--- src/console_pkg.sv ---
package console_pkg;

    // Bus geometry
    localparam int word_w     = 32;
    localparam int ring_depth = 16;
    localparam int idx_w      = 4;   // Head and tail index width
    localparam int addr_w     = 5;   // Word address width

    // Word address map
    localparam logic [addr_w-1:0] addr_head   = 5'd0;  // Read/write
    localparam logic [addr_w-1:0] addr_status = 5'd1;  // Read-only
    localparam logic [addr_w-1:0] addr_slot0  = 5'd2;  // Slot k at 2 + k
    localparam logic [addr_w-1:0] addr_slot_last = addr_slot0 + addr_w'(ring_depth - 1);

    // Status word layout, tail sits in the low idx_w bits
    localparam int status_busy_bit = 8;

    // Character byte taken from the top of each slot word
    localparam int char_msb = 31;

    // Bit period in clk cycles
    localparam int clks_per_bit = 8;
    localparam int baud_cnt_w   = $clog2(clks_per_bit);

    typedef enum logic [1:0] {
        idle,
        start_bit,
        data_bits,
        stop_bit
    } tx_state_e;

endpackage

--- src/tx_ctrl_if.sv ---
`timescale 1ns/10ps

interface tx_ctrl_if;

    logic       run;       // Timer enable for the whole frame
    logic       bit_tick;  // End of a bit period
    logic       load;      // Capture frame, pop ring
    logic       shift;     // Advance to next bit
    logic [7:0] tx_byte;   // Byte at the current tail

    modport ctrl    (output run, output load, output shift, input bit_tick);
    modport timer   (input run, output bit_tick);
    modport shifter (input load, input shift, input tx_byte);
    modport regs    (input load, output tx_byte);

endinterface

--- src/console_regs.sv ---
`timescale 1ns/10ps

module console_regs
    import console_pkg::*;
(
    input  logic              clk,
    input  logic              rst_n,
    input  logic              bus_we,
    input  logic [addr_w-1:0] bus_addr,
    input  logic [word_w-1:0] bus_wdata,
    output logic [word_w-1:0] bus_rdata,
    input  logic              busy,
    output logic              pending,
    tx_ctrl_if.regs           ctl
);

    logic [idx_w-1:0]  head;   // Written by software
    logic [idx_w-1:0]  tail;   // Advanced by hardware
    logic [word_w-1:0] slots [ring_depth];

    logic              is_slot;
    logic [idx_w-1:0]  slot_idx;
    logic [word_w-1:0] rd_next;

    assign is_slot  = (bus_addr >= addr_slot0) && (bus_addr <= addr_slot_last);
    assign slot_idx = idx_w'(bus_addr - addr_slot0);

    // Anything left between tail and head still needs sending
    assign pending = (head != tail);

    assign ctl.tx_byte = slots[tail][char_msb -: 8];

    // Bus writes, status and unused addresses fall through
    always_ff @(posedge clk or negedge rst_n) begin
        if (!rst_n) begin
            head <= '0;
            for (int i = 0; i < ring_depth; i++) begin
                slots[i] <= '0;
            end
        end else if (bus_we) begin
            if (bus_addr == addr_head) begin
                head <= bus_wdata[idx_w-1:0];  // Low bits only
            end else if (is_slot) begin
                slots[slot_idx] <= bus_wdata;
            end
        end
    end

    // Tail wraps by index width, i.e. modulo ring_depth
    always_ff @(posedge clk or negedge rst_n) begin
        if (!rst_n) begin
            tail <= '0;
        end else if (ctl.load) begin
            tail <= tail + 1'b1;
        end
    end

    // Read decode
    always_comb begin
        rd_next = '0;
        if (bus_addr == addr_head) begin
            rd_next = word_w'(head);
        end else if (bus_addr == addr_status) begin
            rd_next[idx_w-1:0]       = tail;
            rd_next[status_busy_bit] = busy;
        end else if (is_slot) begin
            rd_next = slots[slot_idx];
        end
    end

    // One cycle read latency
    always_ff @(posedge clk or negedge rst_n) begin
        if (!rst_n) begin
            bus_rdata <= '0;
        end else begin
            bus_rdata <= rd_next;
        end
    end

endmodule

--- src/uart_tx_fsm.sv ---
`timescale 1ns/10ps

module uart_tx_fsm
    import console_pkg::*;
(
    input  logic    clk,
    input  logic    rst_n,
    input  logic    pending,
    output logic    busy,
    tx_ctrl_if.ctrl ctl
);

    tx_state_e  state;
    logic [2:0] bit_cnt;   // Data bit in flight
    logic       load_q;

    assign ctl.load = load_q;
    assign ctl.run  = (state != idle);
    assign busy     = (state != idle);

    // Every tick moves the line on, except the one closing the stop bit
    assign ctl.shift = ctl.bit_tick && (state == start_bit || state == data_bits);

    always_ff @(posedge clk or negedge rst_n) begin
        if (!rst_n) begin
            state   <= idle;
            bit_cnt <= '0;
            load_q  <= 1'b0;
        end else begin
            case (state)
                idle: begin
                    if (load_q) begin
                        // Shifter captures and tail pops on this edge
                        load_q <= 1'b0;
                        state  <= start_bit;
                    end else begin
                        load_q <= pending;
                    end
                end
                start_bit: begin
                    if (ctl.bit_tick) begin
                        state   <= data_bits;
                        bit_cnt <= '0;
                    end
                end
                data_bits: begin
                    if (ctl.bit_tick) begin
                        bit_cnt <= bit_cnt + 1'b1;
                        if (bit_cnt == 3'd7) begin
                            state <= stop_bit;
                        end
                    end
                end
                stop_bit: begin
                    if (ctl.bit_tick) begin
                        state  <= idle;
                        load_q <= pending;  // Back-to-back frame
                    end
                end
                default: begin
                    state <= idle;
                end
            endcase
        end
    end

endmodule

--- src/baud_timer.sv ---
`timescale 1ns/10ps

module baud_timer
    import console_pkg::*;
(
    input  logic     clk,
    input  logic     rst_n,
    tx_ctrl_if.timer ctl
);

    localparam logic [baud_cnt_w-1:0] reload = baud_cnt_w'(clks_per_bit - 1);

    logic [baud_cnt_w-1:0] cnt;

    // Held at reload while idle so the first bit is a full period
    always_ff @(posedge clk or negedge rst_n) begin
        if (!rst_n) begin
            cnt <= reload;
        end else if (!ctl.run || cnt == '0) begin
            cnt <= reload;
        end else begin
            cnt <= cnt - 1'b1;
        end
    end

    assign ctl.bit_tick = ctl.run && (cnt == '0);

endmodule

--- src/tx_shifter.sv ---
`timescale 1ns/10ps

module tx_shifter (
    input  logic       clk,
    input  logic       rst_n,
    tx_ctrl_if.shifter ctl,
    output logic       txd
);

    // Stop, data, start from msb down, so start goes out first
    logic [9:0] frame;

    always_ff @(posedge clk or negedge rst_n) begin
        if (!rst_n) begin
            frame <= '1;  // Line idles high
        end else if (ctl.load) begin
            frame <= {1'b1, ctl.tx_byte, 1'b0};
        end else if (ctl.shift) begin
            frame <= {1'b1, frame[9:1]};  // LSB first
        end
    end

    assign txd = frame[0];

endmodule

--- src/uart_console.sv ---
`timescale 1ns/10ps

module uart_console
    import console_pkg::*;
(
    input  logic              clk,
    input  logic              rst_n,
    input  logic              bus_we,
    input  logic [addr_w-1:0] bus_addr,
    input  logic [word_w-1:0] bus_wdata,
    output logic [word_w-1:0] bus_rdata,
    output logic              txd
);

    logic pending;  // Ring not empty
    logic busy;     // Frame in progress

    tx_ctrl_if u_ctl ();

    console_regs u_regs (
        .clk       (clk),
        .rst_n     (rst_n),
        .bus_we    (bus_we),
        .bus_addr  (bus_addr),
        .bus_wdata (bus_wdata),
        .bus_rdata (bus_rdata),
        .busy      (busy),
        .pending   (pending),
        .ctl       (u_ctl.regs)
    );

    uart_tx_fsm u_fsm (
        .clk     (clk),
        .rst_n   (rst_n),
        .pending (pending),
        .busy    (busy),
        .ctl     (u_ctl.ctrl)
    );

    baud_timer u_timer (
        .clk   (clk),
        .rst_n (rst_n),
        .ctl   (u_ctl.timer)
    );

    tx_shifter u_shifter (
        .clk   (clk),
        .rst_n (rst_n),
        .ctl   (u_ctl.shifter),
        .txd   (txd)
    );

endmodule

--- config.mk ---
export PLATFORM = sky130hd
export DESIGN_NAME = uart_console
export DESIGN_NICKNAME = d
export VERILOG_FILES = /design/src/console_pkg.sv /design/src/tx_ctrl_if.sv /design/src/console_regs.sv /design/src/uart_tx_fsm.sv /design/src/baud_timer.sv /design/src/tx_shifter.sv /design/src/uart_console.sv
export SDC_FILE = /design/constraint.sdc
export NUM_CORES = 1
export LEC_CHECK = 0
export BUFFER_PORTS_ARGS = -buffer_cell sky130_fd_sc_hd__buf_4
export CORE_ASPECT_RATIO = 1.4
export CORE_MARGIN = 2
export CORE_UTILIZATION = 60
export CTS_BUF_LIST = sky130_fd_sc_hd__clkbuf_8
export DETAILED_ROUTE_END_ITERATION = 10
export PLACE_DENSITY = 0.8
export SYNTH_ARGS = -nofsm -noshare
export SYNTH_HDL_FRONTEND = slang
export SYNTH_SLANG_ARGS = --single-unit
export TNS_END_PERCENT = 1
--- constraint.sdc ---
create_clock -name clk -period 5.6 [get_ports clk]
set_input_delay 0.28 -clock clk [delete_from_list [all_inputs] [get_ports clk]]
set_output_delay 0.28 -clock clk [all_outputs]
set_load 0.1 [all_outputs]
==> flow_metrics.env <==
export IMPL_cp_end_kind="flip-flop"
export IMPL_cts_sinks=570
export IMPL_netlist_area_sq_um=27760
export IMPL_drt_pre_antenna_iters=5
export IMPL_placementRows=93
export IMPL_wl_met1_mm=25.93
export IMPL_viasPerCell=6.321
export IMPL_tightestPinTransition_ns=1.139
export IMPL_grt_max_degree=193
export IMPL_multiInputGateArea_sq_um=12700
export IMPL_fmax_mhz=328.2
export IMPL_areaGrowthSynthToFinish_pct=10.84
export IMPL_wl_met3_mm=3.062
export IMPL_slew_headroom_pct=24.05
export IMPL_drive_above_1_share_pct=55.05
export IMPL_io_pin_count=73
export IMPL_layout_worst_path_cycle_share_pct=54.41
export IMPL_synthArstFlopShare_pct=100.0
export IMPL_crit_path_start_kind="input pin"
export IMPL_hpwl_mm=37.43
export IMPL_status="complete, no violations"
export IMPL_finalHoldViolCount=0
export IMPL_holdWs_ns=0.03132
export IMPL_drt_iter0_drc=1185
export IMPL_ys_seq_elements=570
export IMPL_leakagePower_nw=13.83
export IMPL_grt_pass1_vias=16980
export IMPL_grt_overflow_total=0
export IMPL_setup_viol=0
export IMPL_cts_buffers_inserted=86
export IMPL_path_clk_slew_ns=0.06
export IMPL_vias=15240
export IMPL_synthCells=1634
export IMPL_wl_per_cell_microns=26.15
export IMPL_fin_nets=1775
export IMPL_grtUsageTotal_pct=27.64
export IMPL_synth_warnings=0
export IMPL_antenna_found_initial=5
export IMPL_critical_path_slowest_cell="a2111oi_4"
export IMPL_ctsResizeCount=0
export IMPL_drc=0
export IMPL_wl_mm=63.06
export IMPL_cts_root_buf="clkbuf_8"
export IMPL_cp_arrival_ns=3.58
export IMPL_rsz0062_at_grt="false"
export IMPL_hp_class="input pin to flip-flop"
export IMPL_syn_num_nets=1686
export IMPL_routed_top_layer="met5"
export IMPL_drv_slew=0
export IMPL_crit_path_max_fanout=29
export IMPL_fillers=3065
export IMPL_cts_htree_levels=3
export IMPL_dieArea_sq_um=48020
export IMPL_cp_top_family="buffers and inverters"
export IMPL_cellPowerDensity_nw_per_um2=421.5
export IMPL_setup_tns_ns=0
export IMPL_place_gp_congestion=0.7632
export IMPL_grt_pass1_wl_mm=100.8
export IMPL_path_class="input pin to flip-flop"
export IMPL_max_stage_delay_ns=0.99
export IMPL_path_cells="buf_6 > inv_1 > ha_1 > nand2b_1 > a2111oi_4 > buf_4 > mux2_2"
export IMPL_synthFlopType="dfrtp_1"
export IMPL_ys_types=48
export IMPL_fin_skew_ns=0.03026
export IMPL_required_ns=6.13
export IMPL_yosysSeqAreaShare_pct=51.44
export IMPL_start_util_pct=60.55
export IMPL_antenna_left=0
export IMPL_portBuffers=72
export IMPL_clockBufferDepth=3
export IMPL_cts_tree="yes"
export IMPL_dieHeight_microns=258.5
export IMPL_irDropWorstVdd_v=0.0002701
export IMPL_path_buf_inv=3
export IMPL_core_sq_um=45850
export IMPL_met2WireLength_mm=32.06
export IMPL_synth_edff_count=0
export IMPL_fin_crit_ns=3.047
export IMPL_maxCapViolCount=0
export IMPL_synth_area_per_cell_sq_um=16.99
export IMPL_seqCellArea_sq_um=14280
export IMPL_dieWidth_microns=185.8
export IMPL_clkLatencyLatePin_ns=0.66
==> kinds of logic (layout without fill, tap and decap cells) <==
kind of cell	count (synthesis)	in the layout	synth area share (%)
DFF	570	570	51.44
adders and majority gates	12	12	0.5409
other	0	1	0
muxes	746	746	40.75
and+or+nand+nor	79	79	1.596
AOI/OAI and AO/OA	67	67	2.421
xor gates and xnor gates	8	8	0.2795
buffers and inverters	152	311	2.975
==> flip-flops by register name (all words and copies together), names as in the netlist <==
name,count
u_regs.head,4
u_regs.slots,512
u_shifter.frame,9
u_timer.cnt,3
u_fsm.state,2
u_regs.tail,4
u_regs.bus_rdata,32
u_fsm.ctl.load,1
u_fsm.bit_cnt,3
==> layout by cell type, fill, tap and decap left out, drive strengths merged, types with 4 or more instances in the layout <==
cell and count:
a21oi 7, inv 42, ha 12, a22o 5, nand2 17, a211o 4
a2111oi 8, clkinvlp 4, o221ai 7, nand3 7, mux2i 32, mux4 182
mux2 532, buf 110, o21ai 18, dfrtp 558, dfstp 12, dlygate4sd3 30
a22oi 4, nor2 7, nor2b 30, clkinv 12, nand2b 4, a211oi 4
xnor2 6, clkbuf 111
==> layout make-up <==
cell class              count  area share (%)
clock buffers             110           4.921
inverters                  12          0.1464
multi-input cells         912           41.29
diodes                      1        0.008134
well taps                 617           2.509
flip-flops and latches    570           46.41
repair buffers            141           3.823
clock inverters            48          0.8866
==> cells in the mapped netlist, types with 8 or more instances <==
library cell  count  area share (%)
dfrtp_1         558              50
mux2_2          284              12
mux2_4          240              13
mux4_2          182              15
clkbuf_1         61            0.82
buf_2            42            0.76
mux2i_1          32             1.2
nor2b_1          29            0.65
buf_6            25             1.0
nand2_1          17            0.23
o21ai_0          16            0.29
dfstp_2          12             1.1
ha_1             12            0.54
inv_1            12            0.16
a2111oi_4         8            0.79
buf_1             8            0.11
mux2_1            8            0.32
==> through the flow <==
step / instance area [sq um] / power (W) / setup WS (ns) / utilization, % / instances
2_1_floorplan: 27760 / 0.008552 / 2.489 / - / 1634
3_3_place_gp: 28680 / 0.009300 / 2.001 / 62.55 / 2222
3_5_place_dp: 28680 / 0.009475 / 1.901 / 62.55 / 2222
4_1_cts: 30760 / 0.01303 / 2.587 / 67.10 / 2410
5_1_grt: 30770 / 0.01356 / 2.453 / 67.11 / 2411
6_report: 30770 / 0.01297 / 2.553 / 67.11 / 2411
==> per-layer routing <==
layer  vias up  GRT usage (%)
met1      8305          37.78
li1       6327              -
met2       459          45.17
met3       140          4.666
met4         8          9.908
met5         -              0
==> power by group <==
| part | total [W] | switching [W] | internal [W] | leakage, nW |
|---|---|---|---|---|
| logic | 0.00356 | 0.00153 | 0.00202 | 5.52 |
| registers | 0.00589 | 0.000708 | 0.00518 | 7.28 |
| clock network | 0.00352 | 0.00166 | 0.00187 | 1.02 |
==> what timing repair did <==
item                                   CTS  global route
hold buffers                            30             0
setup buffers                            0             0
endpoints found under the hold margin  467             0
==> path summary, 6_finish.rpt <==
| kind | slack (ns) | cells past startpoint | endpoint | from |
|---|---|---|---|---|
| max reg2reg | 3.28 | 5 | u_shifter.frame[8]$_DFFE_PN1P_ | u_regs.tail[1]$_DFFE_PN0P_ |
| max | 2.55 | 7 | u_regs.slots[96]$_DFFE_PN0P_ | bus_addr[1] |
| min reg2reg | 0.45 | 1 | u_timer.cnt[0]$_DFF_PN1_ | u_timer.cnt[0]$_DFF_PN1_ |
| min in group asynchronous | 0.24 | 2 | u_regs.slots[413]$_DFFE_PN0P_ | rst_n |
| min | 0.03 | 2 | u_regs.slots[259]$_DFFE_PN0P_ | bus_wdata[3] |
| max in group asynchronous | 3.70 | 3 | u_regs.slots[180]$_DFFE_PN0P_ | rst_n |
Note: power is estimated with default switching activity, not from simulation.
